## config.mk

```make
export PLATFORM = sky130hd
export DESIGN_NAME = datapath
export DESIGN_NICKNAME = d
export VERILOG_FILES = /design/src/common/core_pkg.sv /design/src/logic/datapath.sv /design/src/result/write_back.sv /design/src/execute/execute_stage.sv /design/src/execute/alu.sv /design/src/decode/decode_stage.sv /design/src/decode/reg_file.sv /design/src/decode/instr_decoder.sv
export VERILOG_INCLUDE_DIRS = /design/src /design/src/common
export SDC_FILE = /design/constraint.sdc
export NUM_CORES = 2
export LEC_CHECK = 0
export CORE_MARGIN = 10
export CORE_UTILIZATION = 30
export DETAILED_ROUTE_END_ITERATION = 10
export DONT_BUFFER_PORTS = 1
export HOLD_SLACK_MARGIN = 0.05
export PLACE_DENSITY = 0.41
export SLEW_MARGIN = 20
export SYNTH_ARGS = -nofsm -noshare
export SYNTH_HDL_FRONTEND = slang
export SYNTH_SLANG_ARGS = --single-unit
```

## constraint.sdc

```tcl
create_clock -name clk_i -period 15.9 [get_ports clk_i]
set_clock_uncertainty 0.2 [all_clocks]
set_input_delay 0.795 -clock clk_i [delete_from_list [all_inputs] [get_ports clk_i]]
set_output_delay 0.795 -clock clk_i [all_outputs]
set_load 0.01 [all_outputs]
```

## src/common/core_defines.svh

```systemverilog
`ifndef CORE_DEFINES_SVH
`define CORE_DEFINES_SVH

// datapath and instruction word width
`define DATA_W 32

// register index width and register count
`define REG_ADDR_W 5
`define REG_COUNT 32

// boot vector of the first instruction after reset
`define RESET_PC 32'hBFC0_0000

// byte step between consecutive accepted instructions
`define PC_STEP 4

`endif
```

## src/common/core_pkg.sv

```systemverilog
`include "core_defines.svh"

package core_pkg;

    // primary opcode field, instr[31:26]
    typedef enum logic [5:0] {
        OP_SPECIAL = 6'h00,
        OP_ADDIU   = 6'h09,
        OP_SLTI    = 6'h0A,
        OP_SLTIU   = 6'h0B,
        OP_ANDI    = 6'h0C,
        OP_ORI     = 6'h0D,
        OP_XORI    = 6'h0E,
        OP_LUI     = 6'h0F
    } opcodeT;

    typedef enum logic [3:0] {
        ALU_ADDU, ALU_SUBU,
        ALU_AND, ALU_OR, ALU_XOR, ALU_NOR,
        ALU_SLT, ALU_SLTU,
        ALU_SLL, ALU_SRL, ALU_SRA,
        ALU_LUI
    } aluOpT;

    // decode to execute register
    typedef struct packed {
        logic                          valid;
        logic [`DATA_W-1:0]            pc;
        aluOpT                         aluOp;
        logic                          useImm;
        logic [`DATA_W-1:0]            immediate;  // already extended
        logic [$clog2(`DATA_W)-1:0]    shamt;
        logic [`REG_ADDR_W-1:0]        rs;
        logic [`REG_ADDR_W-1:0]        rt;
        logic [`DATA_W-1:0]            rsData;
        logic [`DATA_W-1:0]            rtData;
        logic [`REG_ADDR_W-1:0]        dest;
        logic                          writeEn;
    } decodedT;

    // execute to result register
    typedef struct packed {
        logic                   valid;
        logic [`DATA_W-1:0]     pc;
        logic [`REG_ADDR_W-1:0] dest;
        logic                   writeEn;
        logic [`DATA_W-1:0]     result;
    } executedT;

    // write request back into the register file
    typedef struct packed {
        logic                   enable;
        logic [`REG_ADDR_W-1:0] index;
        logic [`DATA_W-1:0]     data;
    } regWriteT;

endpackage

```

## src/logic/datapath.sv

```systemverilog
`timescale 1ns/1ps
`include "core_defines.svh"

module datapath
    import core_pkg::*;
(
    input  logic                   clk_i,
    input  logic                   rstN_i,
    input  logic                   instrValid_i,
    input  logic [`DATA_W-1:0]     instr_i,
    output logic [`DATA_W-1:0]     debugWbPc_o,
    output logic [3:0]             debugWbRfWen_o,
    output logic [`REG_ADDR_W-1:0] debugWbRfWnum_o,
    output logic [`DATA_W-1:0]     debugWbRfWdata_o
);

    decodedT  decoded;
    executedT executed;
    regWriteT regWrite;     // fed back to the register file

    // fetch register, decode, register read
    decode_stage decode_i (
        .clk_i       (clk_i),
        .rstN_i      (rstN_i),
        .instrValid_i(instrValid_i),
        .instr_i     (instr_i),
        .regWrite_i  (regWrite),
        .decoded_o   (decoded)
    );

    execute_stage execute_i (
        .clk_i     (clk_i),
        .rstN_i    (rstN_i),
        .decoded_i (decoded),
        .executed_o(executed)
    );

    write_back writeBack_i (
        .executed_i      (executed),
        .regWrite_o      (regWrite),
        .debugWbPc_o     (debugWbPc_o),
        .debugWbRfWen_o  (debugWbRfWen_o),
        .debugWbRfWnum_o (debugWbRfWnum_o),
        .debugWbRfWdata_o(debugWbRfWdata_o)
    );

endmodule

```

## src/result/write_back.sv

```systemverilog
`timescale 1ns/1ps
`include "core_defines.svh"

module write_back
    import core_pkg::*;
(
    input  executedT               executed_i,
    output regWriteT               regWrite_o,
    output logic [`DATA_W-1:0]     debugWbPc_o,
    output logic [3:0]             debugWbRfWen_o,
    output logic [`REG_ADDR_W-1:0] debugWbRfWnum_o,
    output logic [`DATA_W-1:0]     debugWbRfWdata_o
);

    logic writeReq;

    assign writeReq = executed_i.valid & executed_i.writeEn;

    assign regWrite_o.enable = writeReq;
    assign regWrite_o.index  = executed_i.dest;
    assign regWrite_o.data   = executed_i.result;

    // byte enables all follow the single write strobe
    assign debugWbRfWen_o   = {4{writeReq}};
    assign debugWbPc_o      = executed_i.pc;
    assign debugWbRfWnum_o  = executed_i.dest;
    assign debugWbRfWdata_o = executed_i.result;

endmodule

```

## src/execute/execute_stage.sv

```systemverilog
`timescale 1ns/1ps
`include "core_defines.svh"

module execute_stage
    import core_pkg::*;
(
    input  logic    clk_i,
    input  logic    rstN_i,
    input  decodedT decoded_i,
    output executedT executed_o
);

    logic [`DATA_W-1:0] srcA;
    logic [`DATA_W-1:0] rtValue;
    logic [`DATA_W-1:0] srcB;
    logic [`DATA_W-1:0] aluResult;
    executedT           executedD;

    // result still sitting in the execute register and not yet in the regfile
    function automatic logic [`DATA_W-1:0] bypass(
        input logic [`REG_ADDR_W-1:0] index,
        input logic [`DATA_W-1:0]     regData
    );
        if (executed_o.valid && executed_o.writeEn && executed_o.dest == index)
            return executed_o.result;
        return regData;
    endfunction

    assign srcA    = bypass(decoded_i.rs, decoded_i.rsData);
    assign rtValue = bypass(decoded_i.rt, decoded_i.rtData);
    assign srcB    = decoded_i.useImm ? decoded_i.immediate : rtValue;

    alu alu_i (
        .aluOp_i (decoded_i.aluOp),
        .srcA_i  (srcA),
        .srcB_i  (srcB),
        .shamt_i (decoded_i.shamt),
        .result_o(aluResult)
    );

    always_comb begin
        executedD.valid   = decoded_i.valid;
        executedD.pc      = decoded_i.pc;
        executedD.dest    = decoded_i.dest;
        executedD.writeEn = decoded_i.writeEn;
        executedD.result  = aluResult;
    end

    always_ff @(posedge clk_i or negedge rstN_i) begin
        if (!rstN_i) begin
            executed_o <= '0;
        end else begin
            executed_o <= executedD;
        end
    end

endmodule

```

## src/execute/alu.sv

```systemverilog
`timescale 1ns/1ps
`include "core_defines.svh"

module alu
    import core_pkg::*;
(
    input  aluOpT                      aluOp_i,
    input  logic [`DATA_W-1:0]         srcA_i,
    input  logic [`DATA_W-1:0]         srcB_i,
    input  logic [$clog2(`DATA_W)-1:0] shamt_i,
    output logic [`DATA_W-1:0]         result_o
);

    localparam int HALF_W = `DATA_W / 2;

    logic signedLess;
    logic unsignedLess;

    assign signedLess   = $signed(srcA_i) < $signed(srcB_i);
    assign unsignedLess = srcA_i < srcB_i;

    always_comb begin
        case (aluOp_i)
            ALU_ADDU: result_o = srcA_i + srcB_i;    // wraps without an overflow trap
            ALU_SUBU: result_o = srcA_i - srcB_i;
            ALU_AND:  result_o = srcA_i & srcB_i;
            ALU_OR:   result_o = srcA_i | srcB_i;
            ALU_XOR:  result_o = srcA_i ^ srcB_i;
            ALU_NOR:  result_o = ~(srcA_i | srcB_i);
            ALU_SLT:  result_o = {{(`DATA_W-1){1'b0}}, signedLess};
            ALU_SLTU: result_o = {{(`DATA_W-1){1'b0}}, unsignedLess};
            // shifts act on rt as the second operand
            ALU_SLL:  result_o = srcB_i << shamt_i;
            ALU_SRL:  result_o = srcB_i >> shamt_i;
            ALU_SRA:  result_o = $unsigned($signed(srcB_i) >>> shamt_i);
            ALU_LUI:  result_o = {srcB_i[HALF_W-1:0], {HALF_W{1'b0}}};
            default:  result_o = '0;
        endcase
    end

endmodule

```

## src/decode/decode_stage.sv

```systemverilog
`timescale 1ns/1ps
`include "core_defines.svh"

module decode_stage
    import core_pkg::*;
(
    input  logic               clk_i,
    input  logic               rstN_i,
    input  logic               instrValid_i,
    input  logic [`DATA_W-1:0] instr_i,
    input  regWriteT           regWrite_i,
    output decodedT            decoded_o
);

    logic [`DATA_W-1:0] pcQ;         // pc of the next accepted instruction
    logic [`DATA_W-1:0] fetchInstr;
    logic [`DATA_W-1:0] fetchPc;
    logic               fetchValid;
    decodedT            decodedD;

    // pc only moves when an instruction is taken in
    always_ff @(posedge clk_i or negedge rstN_i) begin
        if (!rstN_i) begin
            pcQ        <= `RESET_PC;
            fetchValid <= 1'b0;
        end else begin
            fetchValid <= instrValid_i;
            if (instrValid_i) begin
                pcQ <= pcQ + `DATA_W'(`PC_STEP);
            end
        end
    end

    always_ff @(posedge clk_i) begin
        if (instrValid_i) begin
            fetchInstr <= instr_i;
            fetchPc    <= pcQ;
        end
    end

    instr_decoder decoder_i (
        .instr_i    (fetchInstr),
        .aluOp_o    (decodedD.aluOp),
        .useImm_o   (decodedD.useImm),
        .immediate_o(decodedD.immediate),
        .shamt_o    (decodedD.shamt),
        .rs_o       (decodedD.rs),
        .rt_o       (decodedD.rt),
        .dest_o     (decodedD.dest),
        .writeEn_o  (decodedD.writeEn)
    );

    reg_file regFile_i (
        .clk_i      (clk_i),
        .rstN_i     (rstN_i),
        .regWrite_i (regWrite_i),
        .readAddrA_i(decodedD.rs),
        .readAddrB_i(decodedD.rt),
        .readDataA_o(decodedD.rsData),
        .readDataB_o(decodedD.rtData)
    );

    assign decodedD.valid = fetchValid;
    assign decodedD.pc    = fetchPc;

    always_ff @(posedge clk_i or negedge rstN_i) begin
        if (!rstN_i) begin
            decoded_o <= '0;
        end else begin
            decoded_o <= decodedD;  // bubble carries valid low
        end
    end

endmodule

```

## src/decode/reg_file.sv

```systemverilog
`timescale 1ns/1ps
`include "core_defines.svh"

module reg_file
    import core_pkg::*;
(
    input  logic                   clk_i,
    input  logic                   rstN_i,
    input  regWriteT               regWrite_i,
    input  logic [`REG_ADDR_W-1:0] readAddrA_i,
    input  logic [`REG_ADDR_W-1:0] readAddrB_i,
    output logic [`DATA_W-1:0]     readDataA_o,
    output logic [`DATA_W-1:0]     readDataB_o
);

    logic [`DATA_W-1:0] regs [`REG_COUNT-1:1];  // no storage for $zero

    function automatic logic [`DATA_W-1:0] readPort(input logic [`REG_ADDR_W-1:0] addr);
        if (addr == '0)
            return '0;
        if (regWrite_i.enable && regWrite_i.index == addr)
            return regWrite_i.data;  // same-cycle write shows through
        return regs[addr];
    endfunction

    always_ff @(posedge clk_i or negedge rstN_i) begin
        if (!rstN_i) begin
            for (int i = 1; i < `REG_COUNT; i++) regs[i] <= '0;
        end else if (regWrite_i.enable && regWrite_i.index != '0) begin
            regs[regWrite_i.index] <= regWrite_i.data;
        end
    end

    assign readDataA_o = readPort(readAddrA_i);
    assign readDataB_o = readPort(readAddrB_i);

endmodule

```

## src/decode/instr_decoder.sv

```systemverilog
`timescale 1ns/1ps
`include "core_defines.svh"

module instr_decoder
    import core_pkg::*;
(
    input  logic [`DATA_W-1:0]         instr_i,
    output aluOpT                      aluOp_o,
    output logic                       useImm_o,
    output logic [`DATA_W-1:0]         immediate_o,
    output logic [$clog2(`DATA_W)-1:0] shamt_o,
    output logic [`REG_ADDR_W-1:0]     rs_o,
    output logic [`REG_ADDR_W-1:0]     rt_o,
    output logic [`REG_ADDR_W-1:0]     dest_o,
    output logic                       writeEn_o
);

    // function field codes of SPECIAL
    localparam logic [5:0] FN_SLL  = 6'h00;
    localparam logic [5:0] FN_SRL  = 6'h02;
    localparam logic [5:0] FN_SRA  = 6'h03;
    localparam logic [5:0] FN_ADDU = 6'h21;
    localparam logic [5:0] FN_SUBU = 6'h23;
    localparam logic [5:0] FN_AND  = 6'h24;
    localparam logic [5:0] FN_OR   = 6'h25;
    localparam logic [5:0] FN_XOR  = 6'h26;
    localparam logic [5:0] FN_NOR  = 6'h27;
    localparam logic [5:0] FN_SLT  = 6'h2A;
    localparam logic [5:0] FN_SLTU = 6'h2B;

    opcodeT      opcode;
    logic [5:0]  funct;
    logic [15:0] imm;
    logic        known;     // inverse of the reserved-instruction flag
    logic        zeroExt;
    logic        rtDest;

    assign opcode  = opcodeT'(instr_i[31:26]);
    assign funct   = instr_i[5:0];
    assign imm     = instr_i[15:0];
    assign rs_o    = instr_i[25:21];
    assign rt_o    = instr_i[20:16];
    assign shamt_o = instr_i[10:6];

    always_comb begin
        aluOp_o  = ALU_ADDU;
        useImm_o = 1'b1;
        known    = 1'b1;
        zeroExt  = 1'b0;
        rtDest   = 1'b1;
        case (opcode)
            OP_SPECIAL: begin
                useImm_o = 1'b0;
                rtDest   = 1'b0;    // R-type writes rd
                case (funct)
                    FN_SLL:  aluOp_o = ALU_SLL;
                    FN_SRL:  aluOp_o = ALU_SRL;
                    FN_SRA:  aluOp_o = ALU_SRA;
                    FN_ADDU: aluOp_o = ALU_ADDU;
                    FN_SUBU: aluOp_o = ALU_SUBU;
                    FN_AND:  aluOp_o = ALU_AND;
                    FN_OR:   aluOp_o = ALU_OR;
                    FN_XOR:  aluOp_o = ALU_XOR;
                    FN_NOR:  aluOp_o = ALU_NOR;
                    FN_SLT:  aluOp_o = ALU_SLT;
                    FN_SLTU: aluOp_o = ALU_SLTU;
                    default: known = 1'b0;
                endcase
            end
            OP_ADDIU: aluOp_o = ALU_ADDU;
            OP_SLTI:  aluOp_o = ALU_SLT;
            OP_SLTIU: aluOp_o = ALU_SLTU;  // still sign extended
            OP_ANDI: begin
                aluOp_o = ALU_AND;
                zeroExt = 1'b1;
            end
            OP_ORI: begin
                aluOp_o = ALU_OR;
                zeroExt = 1'b1;
            end
            OP_XORI: begin
                aluOp_o = ALU_XOR;
                zeroExt = 1'b1;
            end
            OP_LUI:   aluOp_o = ALU_LUI;
            default:  known = 1'b0;
        endcase
    end

    assign immediate_o = zeroExt ? {{(`DATA_W-16){1'b0}}, imm} : {{(`DATA_W-16){imm[15]}}, imm};
    assign dest_o      = rtDest ? instr_i[20:16] : instr_i[15:11];

    // $zero is never written
    assign writeEn_o = known && (dest_o != '0);

endmodule

```

=== Word-level counts from Yosys, hierarchy flattened ===
Index checks and enable logic that the tools add are counted.

* Bits in registers: 1315
* Input port bits: 35
* Output and inout port bits: 73
* Logic and storage cells: 156

* Add/sub/neg operators: 3
* Order comparisons: 6
* Equal/unequal tests: 32
* Shifts and indexed selects: 3
* Mux-type cells: 37
* Bitwise logic cells: 5
* Reductions and logical operators: 18

{| class="wikitable"
|+ Operator list
! cell !! number
|-
| $bwmux 992 || 1
|-
| $mux 32 || 17
|-
| $pmux 32 s12 || 1
|-
| $bmux 32 s5 || 2
|-
| $demux 32 s5 || 1
|-
| $lt 32x32->1 || 2
|-
| $eq 6x6->1 const B || 8
|-
| $eq 6x4->1 const B || 7
|-
| $pmux 4 s10 || 1
|-
| $add 32x3->32 const B || 1
|-
| $add 32x32->32 || 1
|-
| $and 32x32->32 || 1
|-
| $not 32->32 || 1
|-
| $or 32x32->32 || 1
|-
| $shl 32x5->32 || 1
|-
| $shr 32x5->32 || 1
|-
| $sshr 32x5->32 || 1
|-
| $sub 32x32->32 || 1
|-
| $xor 32x32->32 || 1
|-
| $pmux 4 s7 || 1
|-
| $eq 5x5->1 || 4
|-
| $lt 5x6->1 const B || 3
|-
| $eq 4x3->1 const B || 4
|-
| $eq 4x4->1 const B || 4
|-
| 16 further kinds || 38
|}

=== Longest topological paths before layout ===
* Depth after elaboration: 8
* Mapped depth: 21
* Depth with buffers taken out: 18

=== Cells and area by module ===
From an unflattened synthesis, not the netlist that was laid out.

* Cell total of the unflattened synthesis: 5718
* Area, all modules: 73914.6 um2

{| class="wikitable"
|+ By module, submodules not included
! module !! instances !! cells an instance !! area an instance (um2) !! seq. area each (um2)
|-
| reg_file || 1 || 3652 || 53369.9 || 24823.8
|-
| alu || 1 || 1322 || 8979.9 || 0.0
|-
| decode_stage || 1 || 335 || 7135.6 || 6477.5
|-
| execute_stage || 1 || 197 || 2881.5 || 1776.7
|-
| write_back || 1 || 112 || 839.6 || 0.0
|-
| instr_decoder || 1 || 100 || 708.2 || 0.0
|}

=== Least setup slack after synthesis ===
No wires, ideal clock.

* Path type: register -> register
* From: register execute_i.executed_o[35] in the netlist's numbering
* To: register execute_i.executed_o[25] in the netlist's numbering
* Library setup time: 0.131 ns
* Data arrival time: 4.681 ns
* Required time: 15.569 ns
* Slack: 10.888 ns
* Stages on the path, launching flop included: 20
* Buffers on the path: 4
* Clock period less this slack: 5.012 ns
* Cells stage by stage: dfrtp_1 xor2_1 nor3_2 buf_2 buf_4 o22ai_1 or2_2 clkbuf_1 ha_1 clkbuf_1 nor2_1 a221o_1 a221oi_1 a211oi_1 a221o_1 a211oi_2 o31ai_1 a221oi_1 a21oi_1 or3_1

* Cells in the longest elaborated chain, start to end: 8
* Elaborated cells on any way between the ends: 19
* Those cells by class: add/sub: 2; eq/ne: 2; shift: 3; mux: 6; bitwise: 4; reduce/logical: 2

{| class="wikitable"
|+ Ends and longest elaborated chain
! item !! RTL line !! RTL
|-
| start, declared || execute_stage.sv:10 || <nowiki>output executedT executed_o</nowiki>
|-
| start signal, assigned || execute_stage.sv:53 || <nowiki>executed_o <= executedD;</nowiki>
|-
| branches (longest 7 deep; another with $sub 32x32->32) || n/a ||
|-
| $pmux 32 s12 (*) || alu.sv:23 || <nowiki>case (aluOp_i)</nowiki>
|-
| named net execute_i.aluResult[25] || execute_stage.sv:16 || <nowiki>logic [`DATA_W-1:0] aluResult;</nowiki>
|}

Mark *: on every way through the listed nets, which the timed path passes.
A chain may end at the register's enable or synchronous reset.

=== Final worst setup path ===
* From: register execute_i.executed_o[36] in the netlist's numbering
* To: register execute_i.executed_o[25] in the netlist's numbering

Same word-level chain as after synthesis.

==> results.toml <==
[run_status]
status = "complete, no violations"

[floorplanning]
start_util = 0.302
die_x_um = 515
fp-row-count = 181
io_pins = 108
chipHeight_um = 515
core-area_um2 = 243000
die_area_um2 = 265000

[run]
drv_cap = 0

[worst_setup_path]
startpoint_type = "flop"
ff2ff_path_depth = 17
cp_top_family = "compound AO/OA/AOI/OAI gates"
crit_required_ns = 16.38
worstSetupPathType = "reg -> reg"
path_cells = "xnor2_2 > and4_4 > and3_1 > nor2_1 > a21boi_0 > inv_1 > ha_1 > nor2_1 > a221oi_1 > o41ai_1 > o31ai_1 > a221o_1 > a211oi_2 > o31ai_1 > a221oi_1 > a21oi_1 > or3_1"
critPathMaxStageDelay_ns = 0.72
cp-end-kind = "flop"
arrival_ns = 7.22
path_buf_inv = 1
critical_path_cell_count = 17
worstPathMaxFanout = 32
crit_path_top_delay_cell = "a21boi_0"

[logic_synthesis]
yosysWarnings = 0
syn_inst = 5641
yosysTopAreaCellShare = 0.414
seq_area_frac_synth = 0.443
syn_area_per_cell_um2 = 13.0
ys_seq_elements = 1287
ys_types = 95
netlist_area_um2 = 73400
async_flop_share = 0.952
yosysTopAreaCell = "dfrtp_1"
synth-edff-count = 62
synth.area.top_cells = "dfrtp_1 41%, mux4_2 17%, mux2_2 17%"
synth_ff_type = "dfrtp_1"

[timing]
fin_crit_sh = 0.424
finalHoldViolations = 0
slew_viol_final = 0
slew_headroom = 0.0995
setup_viol = 0
rsz0062_at_grt = "no"
fmax_ghz = 0.148
tightest_slew_ns = 1.33
tns_ns = 0
layout_min_cycle_time_ns = 6.74

[detailed_routing]
vias = 51000
wire_per_inst_um = 33.8
post_drt_via_cell_ratio = 5.83
wl_um = 296000
drc = 0
drt_iter0_drc = 4841
drt_pass1_iterations = 8
drtAntennaViolNets = 0

[cts]
h-tree-depth = 4
post_cts_buffers = 0
path_clk_slew_ns = 0.06
clock_latency_ns = 0.83
clock_sinks = 1287
cts_tree = "done"
cts_buffer_depth = 3
cts-root-buf = "clkbuf_16"
cts.repair.resized = 0
cts_inserted_buffers = 157

[grt]
grt_max_degree = 170
overflow = 0
grt_usage = 0.218
antenna_found_initial = 17
grt_pass1_wl_um = 418000
grt_pass1_vias = 51900

[min_path]
hold_path_class = "reg -> reg"
min_path_cells = 0

[placed_design]
place_hpwl_um = 182000
gp_congestion = 0.938
port_buffers = 0

[power]
p_per_area_nw_per_um2 = 114
p_leak_nw = 36.3
ir_drop_uv = 99.1

[finish]
post-route-util = 0.338
area_growth_syn_to_layout_pct = 12.1
drive_gt1_frac = 0.392
layout.nets = 5548
[where the power goes]
part | internal [mW] | switching, mW | total (mW)
logic | 0.695 | 1.22 | 1.92
clock network | 2.09 | 1.57 | 3.66
registers | 3.58 | 0.236 | 3.82
[metal layers]
metal | up-vias | global-route usage | share of wire
li1 | 21100 | - | -
met1 | 27600 | 0.295 | 0.44
met2 | 1790 | 0.350 | 0.47
met3 | 480 | 0.0388 | 0.058
met4 | 6 | 0.0765 | 0.040
met5 | - | 0 | 0.000098
[area by class of cell]
| class | instances | area, um^2 |
|---|---|---|
| Sequential cell | 1287 | 32500 |
| Tap cell | 3202 | 4010 |
| Inverter | 109 | 409 |
| Clock buffer | 239 | 4560 |
| Timing Repair Buffer | 211 | 1860 |
| Fill cell | 23800 | 161000 |
| Clock inverter | 47 | 659 |
| Antenna cell | 5 | 12.5 |
| Multi-Input combinational cell | 3644 | 38200 |
[cell usage after synthesis, types with 71 or more instances]
| library cell | n |
|---|---|
| clkbuf_1 | 398 |
| a221oi_1 | 77 |
| o21ai_0 | 159 |
| nand3_1 | 71 |
| mux2_2 | 1078 |
| mux2i_1 | 132 |
| a21oi_1 | 249 |
| nor2_1 | 333 |
| buf_1 | 119 |
| mux4_2 | 569 |
| buf_4 | 76 |
| ha_1 | 101 |
| nand2_1 | 178 |
| dfrtp_1 | 1216 |
| inv_1 | 105 |
[cells in the final DEF, fill, tap and decap left out, types with 20 or more instances in the layout]
| cell type | count |
|---|---|
| buf_4 | 164 |
| mux4_2 | 569 |
| o211ai_1 | 23 |
| a211oi_1 | 62 |
| o22ai_1 | 24 |
| a21oi_1 | 249 |
| nor3_1 | 46 |
| nand3_1 | 69 |
| xor2_1 | 24 |
| inv_1 | 105 |
| ha_1 | 101 |
| o21ai_0 | 159 |
| mux2_2 | 1078 |
| clkinv_2 | 21 |
| clkbuf_8 | 30 |
| a21o_1 | 21 |
| nand2_1 | 162 |
| edfxtp_1 | 62 |
| mux2i_1 | 132 |
| xnor2_1 | 30 |
| clkbuf_1 | 51 |
| nor2_1 | 315 |
| nand2b_1 | 27 |
| clkbuf_16 | 158 |
| o221ai_1 | 20 |
| a2111oi_0 | 35 |
| dfrtp_1 | 1202 |
| and3_1 | 29 |
| dlygate4sd3_1 | 33 |
| a221oi_1 | 77 |
[stage by stage]
stage          cells  worst slack [ns]  hold slack (ns)  area (um^2)  total power, mW
3_5_place_dp    8419              9.44            0.135        76700             5.77
6_report        8744              9.16            0.131        82300             9.40
3_3_place_gp    8416              9.44            0.131        76600             5.77
4_1_cts         8739              9.35           0.0776        82300             9.51
2_1_floorplan   5642             10.89            0.131        73400             4.99
5_1_grt         8740              9.00            0.124        82300             9.79
[cells by family after synthesis]
group           Yosys count  share of synthesized area
xor+xnor                 57                    0.00726
fa+ha+maj               103                     0.0178
mux                    1779                      0.358
other cells               1                  0.0000511
compound gates          900                     0.0833
buf+inv                 711                     0.0405
flops                  1287                      0.443
simple gates            803                     0.0502
[flip-flops by register name, indices dropped and copies added (netlist names)]
signal,flops
decode_i.fetchInstr,32
decode_i.pcQ,30
decode_i.decoded_o,133
decode_i.fetchValid,1
decode_i.regFile_i.regs,992
decode_i.fetchPc,30
execute_i.executed_o,69
[final timing paths]
kind | from | to | slack (ns)
max reg2reg | execute_i.executed_o[36]$_DFF_PN0_ | execute_i.executed_o[25]$_DFF_PN0_ | 9.16
max | execute_i.executed_o[36]$_DFF_PN0_ | execute_i.executed_o[25]$_DFF_PN0_ | 9.16
min in group asynchronous | rstN_i | decode_i.regFile_i.regs[523]$_DFFE_PN0P_ | 0.37
min | decode_i.fetchPc[4]$_DFFE_PP_ | decode_i.decoded_o[126]$_DFF_PN0_ | 0.13
min reg2reg | decode_i.fetchPc[4]$_DFFE_PP_ | decode_i.decoded_o[126]$_DFF_PN0_ | 0.13
max in group asynchronous | rstN_i | decode_i.regFile_i.regs[542]$_DFFE_PN0P_ | 11.76
[what timing repair did]
item | 4_1_cts | 5_1_grt
hold buffers | 34 | 0
hold endpoints to repair | 205 | 0
setup endpoints to repair | 0 | 0
Power figures use the tool's default switching activity.
